===== src/verilog/vmem_pkg.sv =====
package vmem_pkg;

    // lanes per vector micro-op
    localparam int NUM_LANES = 4;

    // data and address word
    typedef logic [31:0] word_t;

    // vector element width
    typedef enum logic [1:0] {
        SEW8  = 2'd0,
        SEW16 = 2'd1,
        SEW32 = 2'd2
    } veew_t;

    // scalar access kind
    // produced by the coalescer, used for byte enables and load extraction
    typedef enum logic [1:0] {
        LB = 2'd0,
        LH = 2'd1,
        LW = 2'd2
    } load_type_t;

    // one memory word seen as bytes or as halfwords
    // bytes[0] and halves[0] are the least significant parts
    typedef union packed {
        logic [3:0][7:0]  bytes;
        logic [1:0][15:0] halves;
    } vmem_word_u;

endpackage


===== src/verilog/vmem_coalescer.sv =====
module vmem_coalescer (
    input  logic                 CLK,
    input  logic                 nRST,
    input  logic                 flush,
    input  logic                 vmemdren,
    input  logic                 vmemdwen,
    input  logic                 vindexed,
    input  vmem_pkg::word_t      base,
    input  vmem_pkg::word_t      stride,
    input  logic [2:0]           vuop_num,
    input  vmem_pkg::veew_t      veew,
    input  logic [3:0]           vlane_mask,
    input  vmem_pkg::word_t      vlane_addr [vmem_pkg::NUM_LANES],
    input  logic                 mem_ready,
    output logic [1:0]           curr_lane,
    output vmem_pkg::word_t      lane_addr_out,
    output logic                 req_ren,
    output logic                 req_wen,
    output vmem_pkg::load_type_t load_type,
    output logic                 stall
);

    import vmem_pkg::*;

    // lane walker state is the index of the lane being served
    logic [1:0] lane;
    logic [1:0] next_lane;

    // running strided address, carried across micro-ops
    word_t next_addr;
    word_t next_next_addr;

    logic active;
    logic lane_on;
    logic advance;
    logic last_lane;

    // a request is present when either enable is high
    assign active = vmemdren | vmemdwen;

    // mask bit of the lane being served
    assign lane_on = vlane_mask[lane];

    // active lane moves on when accepted, masked lane after one idle cycle
    assign advance = active & (~lane_on | mem_ready);

    assign last_lane = (lane == 2'(NUM_LANES - 1));

    // address of the current element
    always_comb begin
        if (vindexed) begin
            lane_addr_out = vlane_addr[lane];
        end else if ((lane == 2'd0) && (vuop_num == 3'd0)) begin
            // first element of a new instruction
            lane_addr_out = base;
        end else begin
            lane_addr_out = next_addr;
        end
    end

    // next lane and next strided address
    always_comb begin
        next_lane      = lane;
        next_next_addr = next_addr;
        if (advance) begin
            // lane 3 wraps back to lane 0
            next_lane      = lane + 2'd1;
            next_next_addr = lane_addr_out + stride;
        end
    end

    always_ff @(posedge CLK or negedge nRST) begin
        if (~nRST) begin
            lane      <= 2'd0;
            next_addr <= '0;
        end else if (flush) begin
            lane      <= 2'd0;
            next_addr <= '0;
        end else begin
            lane      <= next_lane;
            next_addr <= next_next_addr;
        end
    end

    assign curr_lane = lane;

    // masked lanes issue nothing
    assign req_ren = vmemdren & lane_on;
    assign req_wen = vmemdwen & lane_on;

    // core is held until the last lane completes
    assign stall = active & ~(last_lane & advance);

    // access size follows the element width
    always_comb begin
        case (veew)
            SEW8:    load_type = LB;
            SEW16:   load_type = LH;
            default: load_type = LW;
        endcase
    end

endmodule


===== src/verilog/vmem_store_format.sv =====
module vmem_store_format (
    input  vmem_pkg::veew_t veew,
    input  vmem_pkg::word_t vlane_store_data [vmem_pkg::NUM_LANES],
    output vmem_pkg::word_t fmt_data         [vmem_pkg::NUM_LANES]
);

    import vmem_pkg::*;

    // the element sits in the low bits of each lane's store word
    // copy it into every slot so any byte enable finds it in place
    always_comb begin
        for (int i = 0; i < NUM_LANES; i++) begin
            case (veew)
                SEW8: begin
                    // byte in all four positions
                    fmt_data[i] = {4{vlane_store_data[i][7:0]}};
                end
                SEW16: begin
                    // halfword in both halves
                    fmt_data[i] = {2{vlane_store_data[i][15:0]}};
                end
                default: begin
                    fmt_data[i] = vlane_store_data[i];
                end
            endcase
        end
    end

endmodule


===== src/verilog/vmem_port_combine.sv =====
module vmem_port_combine (
    input  logic                 CLK,
    input  logic                 nRST,
    input  logic                 flush,
    input  logic [1:0]           curr_lane,
    input  vmem_pkg::word_t      lane_addr_out,
    input  logic                 req_ren,
    input  logic                 req_wen,
    input  vmem_pkg::load_type_t load_type,
    input  vmem_pkg::word_t      fmt_data [vmem_pkg::NUM_LANES],
    input  logic                 mem_ready,
    input  vmem_pkg::word_t      mem_rdata,
    output logic                 mem_ren,
    output logic                 mem_wen,
    output vmem_pkg::word_t      mem_wdata,
    output logic [3:0]           mem_be,
    output vmem_pkg::word_t      vload_data [vmem_pkg::NUM_LANES]
);

    import vmem_pkg::*;

    vmem_word_u rword;
    logic [7:0]  byte_sel;
    logic [15:0] half_sel;
    word_t       load_word;

    // request enables pass straight to the memory port
    assign mem_ren   = req_ren;
    assign mem_wen   = req_wen;
    assign mem_wdata = fmt_data[curr_lane];

    // byte enables from access size and low address bits
    always_comb begin
        case (load_type)
            LB:      mem_be = 4'b0001 << lane_addr_out[1:0];
            LH:      mem_be = lane_addr_out[1] ? 4'b1100 : 4'b0011;
            default: mem_be = 4'b1111;
        endcase
    end

    // element extraction, natural alignment assumed
    assign rword    = mem_rdata;
    assign byte_sel = rword.bytes[lane_addr_out[1:0]];
    assign half_sel = rword.halves[lane_addr_out[1]];

    always_comb begin
        case (load_type)
            LB:      load_word = {{24{byte_sel[7]}}, byte_sel};
            LH:      load_word = {{16{half_sel[15]}}, half_sel};
            default: load_word = mem_rdata;
        endcase
    end

    // result register of the current lane updates at the accepting edge
    always_ff @(posedge CLK or negedge nRST) begin
        if (~nRST) begin
            for (int i = 0; i < NUM_LANES; i++) begin
                vload_data[i] <= '0;
            end
        end else if (flush) begin
            for (int i = 0; i < NUM_LANES; i++) begin
                vload_data[i] <= '0;
            end
        end else if (req_ren && mem_ready) begin
            vload_data[curr_lane] <= load_word;
        end
    end

endmodule


===== src/verilog/vmem_lsu_top.sv =====
module vmem_lsu_top (
    input  logic            CLK,
    input  logic            nRST,
    input  logic            flush,
    input  logic            vmemdren,
    input  logic            vmemdwen,
    input  vmem_pkg::word_t base,
    input  vmem_pkg::word_t stride,
    input  logic            vindexed,
    input  logic [2:0]      vuop_num,
    input  vmem_pkg::veew_t veew,
    input  logic [3:0]      vlane_mask,
    input  vmem_pkg::word_t vlane_addr       [vmem_pkg::NUM_LANES],
    input  vmem_pkg::word_t vlane_store_data [vmem_pkg::NUM_LANES],
    output logic            stall,
    output vmem_pkg::word_t vload_data       [vmem_pkg::NUM_LANES],
    output vmem_pkg::word_t mem_addr,
    output logic            mem_ren,
    output logic            mem_wen,
    output vmem_pkg::word_t mem_wdata,
    output logic [3:0]      mem_be,
    input  logic            mem_ready,
    input  vmem_pkg::word_t mem_rdata
);

    import vmem_pkg::*;

    logic [1:0] curr_lane;
    logic       req_ren;
    logic       req_wen;
    load_type_t load_type;
    word_t      fmt_data [NUM_LANES];

    // lane walker, its address goes straight out as mem_addr
    vmem_coalescer vmem_coalescer_inst (
        .CLK           (CLK),
        .nRST          (nRST),
        .flush         (flush),
        .vmemdren      (vmemdren),
        .vmemdwen      (vmemdwen),
        .vindexed      (vindexed),
        .base          (base),
        .stride        (stride),
        .vuop_num      (vuop_num),
        .veew          (veew),
        .vlane_mask    (vlane_mask),
        .vlane_addr    (vlane_addr),
        .mem_ready     (mem_ready),
        .curr_lane     (curr_lane),
        .lane_addr_out (mem_addr),
        .req_ren       (req_ren),
        .req_wen       (req_wen),
        .load_type     (load_type),
        .stall         (stall)
    );

    vmem_store_format vmem_store_format_inst (
        .veew             (veew),
        .vlane_store_data (vlane_store_data),
        .fmt_data         (fmt_data)
    );

    vmem_port_combine vmem_port_combine_inst (
        .CLK           (CLK),
        .nRST          (nRST),
        .flush         (flush),
        .curr_lane     (curr_lane),
        .lane_addr_out (mem_addr),
        .req_ren       (req_ren),
        .req_wen       (req_wen),
        .load_type     (load_type),
        .fmt_data      (fmt_data),
        .mem_ready     (mem_ready),
        .mem_rdata     (mem_rdata),
        .mem_ren       (mem_ren),
        .mem_wen       (mem_wen),
        .mem_wdata     (mem_wdata),
        .mem_be        (mem_be),
        .vload_data    (vload_data)
    );

endmodule


===== config.mk =====
export PLATFORM = sky130hd
export DESIGN_NAME = vmem_lsu_top
export DESIGN_NICKNAME = d
export VERILOG_FILES = /design/src/verilog/vmem_pkg.sv /design/src/verilog/vmem_coalescer.sv /design/src/verilog/vmem_store_format.sv /design/src/verilog/vmem_port_combine.sv /design/src/verilog/vmem_lsu_top.sv
export SDC_FILE = /design/constraint.sdc
export NUM_CORES = 1
export LEC_CHECK = 0
export BUFFER_PORTS_ARGS = -buffer_cell sky130_fd_sc_hd__buf_2
export CORE_AREA = 2 2 218 220
export DETAILED_ROUTE_END_ITERATION = 7
export DIE_AREA = 0 0 220 222
export PLACE_DENSITY_LB_ADDON = 0.25
export SLEW_MARGIN = 20
export SYNTH_ARGS = -nofsm -noshare
export SYNTH_HDL_FRONTEND = slang
export SYNTH_SLANG_ARGS = --single-unit

===== constraint.sdc =====
create_clock -name CLK -period 6.5 [get_ports CLK]
set_clock_uncertainty 0.05 [all_clocks]
set_input_delay 0.325 -clock CLK [delete_from_list [all_inputs] [get_ports CLK]]
set_output_delay 0.325 -clock CLK [all_outputs]
set_load 0.02 [all_outputs]

==> results.ini, run 1 <==
[logic_synthesis]
yosysUniqueCellTypes=60
synth-edff-count=0
syn-num-nets=1542
yosysTopAreaCellShare_pct=35.5
yosysTopAreaCell=dfrtp_1
syn_area_um2=11400
synth-compound-area-share_pct=22.0
synth_seq_cells=162
synth_top_cells_by_area=dfrtp_1 35%, mux4_2 14%, a22o_1 9.8%
synth_adder_area_share_pct=4.78
ys.flop_type=dfrtp_1
async_flop_share_pct=100
synth-simple-area-share_pct=11.7
synthCells=1131
yosys_warnings=0
synth_top_family_by_area=compound AO/OA/AOI/OAI gates
synthMuxAreaShare_pct=21.3
synthXorXnorAreaFrac_pct=1.15
yosysSeqAreaShare_pct=35.5
synth_area_per_cell_um2=10.1

[clock_tree]
clk_path_buf_depth=2
post_cts_buffers=0
cts.sinks=162
clk_latency_ns=0.45
cts_tree=done
cts_root_buffer=clkbuf_16
cts_buffers=17
clkSlewWorstSetupHoldPaths_ns=0.07
cts-htree-levels=4

[global_routing]
grt_pass1_vias=12100
use_met2_pct=34.2
antenna_found_initial=11
met3_usage_pct=3.70
grt_pass1_wl_mm=76.6
grt_overflow=0
grt_util_all_layers_pct=20.8
top_usage_layer=met2
grt_max_degree=93
grt_use_met1_pct=26.5

[sta]
min_period_over_period_pct=82.7
setup_tns_ns=0
max_freq_mhz=186
period_minus_slack_ns=5.38
hold_viol_final=0
final_max_slew_viol_count=0
rsz0062_at_grt=no
worst_slew_pin_slew_ns=0.991
finalSetupViolations=0
relSlewSlack_pct=33.8

[die]
ioPinCount=567
start_util_pct=24.7
fp.dieH_um=222
die_w_um=220
placementRows=79
core_um2=46300
die-area_um2=48800

[finish]
area_growth_pct=35.6
fillers=4884
fin_area_um2=15500
drive_gt1_share_pct=42.8
final_cell_mix=564 x buf_2, 173 x nand2_1, 160 x dfrtp_1
mostFrequentLayoutCell=buf_2
fin_nets=2062

[route]
ant_nets=0
first_pass_iters=5
totalWireLength_mm=52.3
wl_per_cell_um=22.9
num_vias=11900
drt_iter0_drc=979
vias_per_cell=5.23
drc=0

[worst_setup_path]
path_class=reg2reg
critPathCaptureType=flop
startpoint_type=flop
critPathMaxFanout=30
required_ns=6.79
critical_path_arrival_ns=5.66

[hold_path]
hold_path.class=in2reg

[flow_run]
maxCapViolations=0

[placed_design]
gp_congestion=0.913
portBuffers=566
dp_hpwl_mm=40.7
placed_area_um2=14900

[power_and_ir_drop]
pwr_density_cell_nw_per_um2=246
p_leak_nw=7.84
irDropWorstVdd_mv=0.179

[status]
status=completed

-- report_power, final --
part           total (mW)  internal [mW]  switching [mW]  leakage, nW
Combinational        1.64          0.661           0.980         5.33
Clock                1.03          0.521           0.505        0.285
Sequential           1.14           1.08          0.0587         2.23
-- cell families (layout without fill, tap and decap cells) --
logic type / after synthesis / in the layout
flip-flops: 162 / 162
AO/OA/AOI/OAI: 366 / 366
other: 0 / 7
multiplexers: 150 / 150
XOR/XNOR: 15 / 15
adder cells (fa/ha/maj): 43 / 43
buffers and inverters: 103 / 636
AND/OR/NAND/NOR: 292 / 292
-- per-layer routing --
| layer | vias up | routed length (µm) | part of all wire [%] |
|---|---|---|---|
| li1 | 5359 | - | - |
| met1 | 5913 | 21900 | 42 |
| met2 | 552 | 25000 | 48 |
| met3 | 89 | 3420 | 6.5 |
| met4 | 6 | 1910 | 3.7 |
| met5 | - | 36 | 0.069 |
-- critical path, stage by stage (launching register included) --
cell       delay [ns]
dfrtp_4          0.65
inv_2            0.12
ha_1             0.20
nor4b_4          0.27
buf_4            0.37
mux2_1           0.37
mux2i_2          0.14
buf_4            0.31
inv_1            0.24
fa_1             0.46
nand3_1          0.12
a21oi_1          0.09
o21bai_1         0.34
o21a_1           0.22
o21ai_0          0.27
a2111oi_0        0.59
o21ai_0          0.15
a311oi_1         0.29
-- cells in the mapped netlist (8+ instances only) --
cell / number
buf_2: 8
nor2b_1: 8
a21oi_1: 73
mux4_2: 73
nor2_1: 21
inv_1: 13
nand3_1: 15
and3_1: 14
nor3_1: 14
a21o_1: 13
a22o_1: 128
clkbuf_1: 63
buf_1: 16
nand2b_1: 19
nand2_1: 173
o21ai_0: 91
o21a_1: 9
dfrtp_1: 162
ha_1: 42
mux2i_1: 74
xor2_1: 8
a211oi_1: 8
-- flip-flops by register name (all words and copies together), names as in the netlist --
| signal | count |
|---|---|
| vmem_port_combine_inst.vload_data | 128 |
| vmem_coalescer_inst.curr_lane | 2 |
| vmem_coalescer_inst.next_addr | 32 |
-- per-stage QoR --
stage / setup WS (ns) / power [mW] / utilization [%] / std cells / hold slack, ns
floorplan: 0.780 / 2.20 / - / 1131 / -0.0206
global placement: 1.33 / 2.79 / 32.2 / 2238 / 0.427
detailed placement: 1.17 / 2.79 / 32.2 / 2238 / 0.427
CTS: 1.09 / 3.83 / 33.4 / 2271 / 0.247
global route: 0.702 / 4.01 / 33.5 / 2277 / 0.285
finish: 1.12 / 3.81 / 33.5 / 2278 / 0.275
-- worst paths after layout --
check                      cells past startpoint  slack [ns]                                      to                                   start
hold / removal                                 4        0.28        vmem_coalescer_inst.next_addr[0]                               stride[0]
min in group asynchronous                      2        0.50       vmem_coalescer_inst.next_addr[28]                                    nRST
setup / recovery                              17        1.12       vmem_coalescer_inst.next_addr[20]        vmem_coalescer_inst.curr_lane[1]
hold reg to reg                                1        0.45  vmem_port_combine_inst.vload_data[103]  vmem_port_combine_inst.vload_data[103]
setup reg to reg                              17        1.12       vmem_coalescer_inst.next_addr[20]        vmem_coalescer_inst.curr_lane[1]
max in group asynchronous                      3        4.37   vmem_port_combine_inst.vload_data[65]                                    nRST
-- area by class of cell --
| type | instances | area, µm² | share of cell area [%] |
|---|---|---|---|
| multi-input cells | 866 | 7000 | 45.2 |
| flip-flops and latches | 162 | 4060 | 26.2 |
| repair buffers | 590 | 3020 | 19.5 |
| well taps | 607 | 759 | 4.90 |
| clock buffers | 18 | 439 | 2.84 |
| clock inverters | 14 | 139 | 0.897 |
| inverters | 14 | 52.6 | 0.339 |
| diodes | 7 | 17.5 | 0.113 |
-- what timing repair did --
item | CTS | global route
hold buffers | 1 | 0
hold endpoints to repair | 91 | 0
resized for setup | 0 | 0
Power figures use the tool's default switching activity.
==> inputs of run 2 (changes only) <==
--- a/config.mk
+++ b/config.mk
@@ -5,10 +5,11 @@
 export SDC_FILE = /design/constraint.sdc
 export NUM_CORES = 1
 export LEC_CHECK = 0
+export ABC_AREA = 1
 export BUFFER_PORTS_ARGS = -buffer_cell sky130_fd_sc_hd__buf_2
-export CORE_AREA = 2 2 218 220
+export CORE_AREA = 2 2 222 224
 export DETAILED_ROUTE_END_ITERATION = 7
-export DIE_AREA = 0 0 220 222
+export DIE_AREA = 0 0 224 226
 export PLACE_DENSITY_LB_ADDON = 0.25
 export SLEW_MARGIN = 20
 export SYNTH_ARGS = -nofsm -noshare
==> constraint.sdc (replaced) <==
create_clock -name CLK -period 5.59 [get_ports CLK]
set_clock_uncertainty 0.05 [all_clocks]
set_input_delay 0.2795 -clock CLK [delete_from_list [all_inputs] [get_ports CLK]]
set_output_delay 0.2795 -clock CLK [all_outputs]
set_load 0.02 [all_outputs]
==> results.ini, run 2 <==
[status]
status=completed

[route]
ant_nets=0
wl_per_cell_um=21.9
num_vias=15900
totalWireLength_mm=66.7
drc=0
vias_per_cell=5.21
first_pass_iters=6
drt_iter0_drc=1355

[worst_setup_path]
critical_path_arrival_ns=4.51
path_class=reg2reg
critPathMaxFanout=42
crit_start=vmem_coalescer_inst.curr_lane[0]
startpoint_type=flop
required_ns=5.87
crit-reg2reg-launch=vmem_coalescer_inst.curr_lane[0]
critPathCaptureType=flop
regToRegSetupSlack_ns=1.36
worstReg2RegEnd=vmem_coalescer_inst.next_addr[18]
rr_worst_depth=18

[power_and_ir_drop]
pwr_density_cell_nw_per_um2=299
p_leak_nw=9.20
irDropWorstVdd_mv=0.226
power_mw=4.94

[finish]
fin_nets=2814
top_register=vmem_port_combine_inst.vload_data
final_cell_mix=658 x nand2_1, 565 x buf_2, 201 x nand3_1
mostFrequentLayoutCell=nand2_1
area_growth_pct=31.7
drive_gt1_share_pct=27.3
largest_reg_flops=128

[die]
ioPinCount=567
start_util_pct=26.0
die-area_um2=50600
die_w_um=224
placementRows=81
fp.dieH_um=226
core_um2=48300

[clock_tree]
cts_root_buffer=clkbuf_16
cts.sinks=162
cts-htree-levels=4
cts_resized=0
cts_buffers=17
clk_latency_ns=0.46
clk_path_buf_depth=2
cts_tree=done
clkSlewWorstSetupHoldPaths_ns=0.07

[sta]
worst_slew_pin_slew_ns=1.07
period_minus_slack_ns=4.23
relSlewSlack_pct=28.6
setup_tns_ns=0
rsz0062_at_grt=no
min_period_over_period_pct=75.6
finalSetupViolations=0
fin_ws_ns=1.36
hold_viol_final=0
max_freq_mhz=237
fin_hold_ws_ns=0.142
final_max_slew_viol_count=0

[logic_synthesis]
synth-edff-count=0
syn-num-nets=2320
synth_seq_cells=162
yosysTopAreaCellShare_pct=32.3
yosysUniqueCellTypes=44
yosys_warnings=0
synth_top_cells_by_area=dfrtp_1 32%, nand2_1 20%, nand3_1 8.0%
yosysSeqAreaShare_pct=32.3
synthCells=1909
ys.flop_type=dfrtp_1
syn_area_um2=12600
synth_most_common_cell=nand2_1
synth_common_cells=659 x nand2_1, 201 x nand3_1, 162 x dfrtp_1
synth_area_per_cell_um2=6.58
async_flop_share_pct=100
yosysTopAreaCell=dfrtp_1

[global_routing]
grt_overflow=0
grt_max_degree=124
grt_util_all_layers_pct=25.8
antenna_found_initial=12
grt_pass1_wl_mm=97.2
grt_pass1_vias=15200

[placed_design]
gp_congestion=0.996
portBuffers=566
dp_hpwl_mm=52.2
dp_slack_ns=1.36

[hold_path]
hold_start=stride[0]
hold_depth=4
hold_path.class=in2reg
min_to=vmem_coalescer_inst.next_addr[0]

[flow_run]
maxCapViolations=0

-- run 2: changes by cell type in the layout (fill, tap and decap cells not counted), moves of 27 or more --
cell,previous run,this run
nand2_1,173,658
nand3_1,15,201
inv_1,13,144
a22o_1,128,0
mux2i_1,73,0
mux4_2,73,0
nor2_1,20,79
o21ai_0,90,143
o211ai_1,4,55
nand4_1,3,44
a21oi_1,69,109
a32o_1,0,27
-- run 2: report_power, final --
part           internal, mW  switching [mW]  total, mW
clock network         0.637           0.582       1.22
registers              1.26          0.0440       1.31
logic                 0.743            1.67       2.42
-- run 2: per-layer routing --
layer / track usage (%) / vias up / share of wire, %
li1: - / 7479 / -
met1: 33.7 / 7484 / 42
met2: 42.5 / 808 / 47
met3: 5.88 / 89 / 8.8
met4: 7.20 / 8 / 2.4
met5: 0 / - / 0.075
-- run 2: timing repair --
action                    in CTS  in global routing
hold endpoints to repair      61                  0
setup buffers                  0                  0
hold buffers                   1                  0
-- run 2: worst max-delay path, stage by stage, from the launching register on --
cell	delay (ns)
dfrtp_4	0.50
inv_4	0.23
ha_1	0.28
inv_2	0.06
nor2_4	0.12
nand2_2	0.18
buf_4	0.35
o21ai_0	0.18
o21ai_0	0.27
ha_1	0.53
nand2_1	0.14
inv_1	0.10
nand2_1	0.13
nor3_1	0.37
nand4_1	0.20
nand3b_1	0.19
nand2_1	0.08
nand2_1	0.06
o21ai_0	0.07
-- run 2: final cells by class --
type,count,area [µm²]
Sequential cell,162,4060
Timing Repair Buffer,593,3070
Clock buffer,18,429
Multi-Input combinational cell,1481,7460
Inverter,148,559
Antenna cell,10,25.0
Fill cell,5356,31800
Tap cell,622,778
Clock inverter,14,170
-- run 2: cells by family (layout without fill, tap and decap cells) --
kind of cell	after synthesis	in the layout	share of synthesized area, %
AO/OA/AOI/OAI	406	406	19.7
XOR/XNOR	6	6	0.418
adder cells (fa/ha/maj)	43	43	4.34
buffers and inverters	266	773	8.52
flip-flops	162	162	32.3
other	0	10	0
AND/OR/NAND/NOR	1026	1026	34.8
-- run 2: worst max-delay path by stage --
stage                     depth (start not counted)  slack (ns)                                end
after floorplan                                  26        1.36  vmem_coalescer_inst.next_addr[16]
after global placement                           18        1.39  vmem_coalescer_inst.next_addr[18]
after detailed placement                         18        1.36  vmem_coalescer_inst.next_addr[18]
after CTS                                        18        1.33  vmem_coalescer_inst.next_addr[18]
after global routing                             18         1.0  vmem_coalescer_inst.next_addr[18]
final                                            18        1.36  vmem_coalescer_inst.next_addr[18]
-- run 2: metrics by stage --
step / cells / instance area [µm²] / util, %
6_report: 3048 / 16600 / 34.2
3_3_place_gp: 3005 / 15900 / 32.9
2_1_floorplan: 1909 / 12600 / -
4_1_cts: 3038 / 16500 / 34.2
3_5_place_dp: 3005 / 15900 / 32.9
5_1_grt: 3043 / 16500 / 34.2
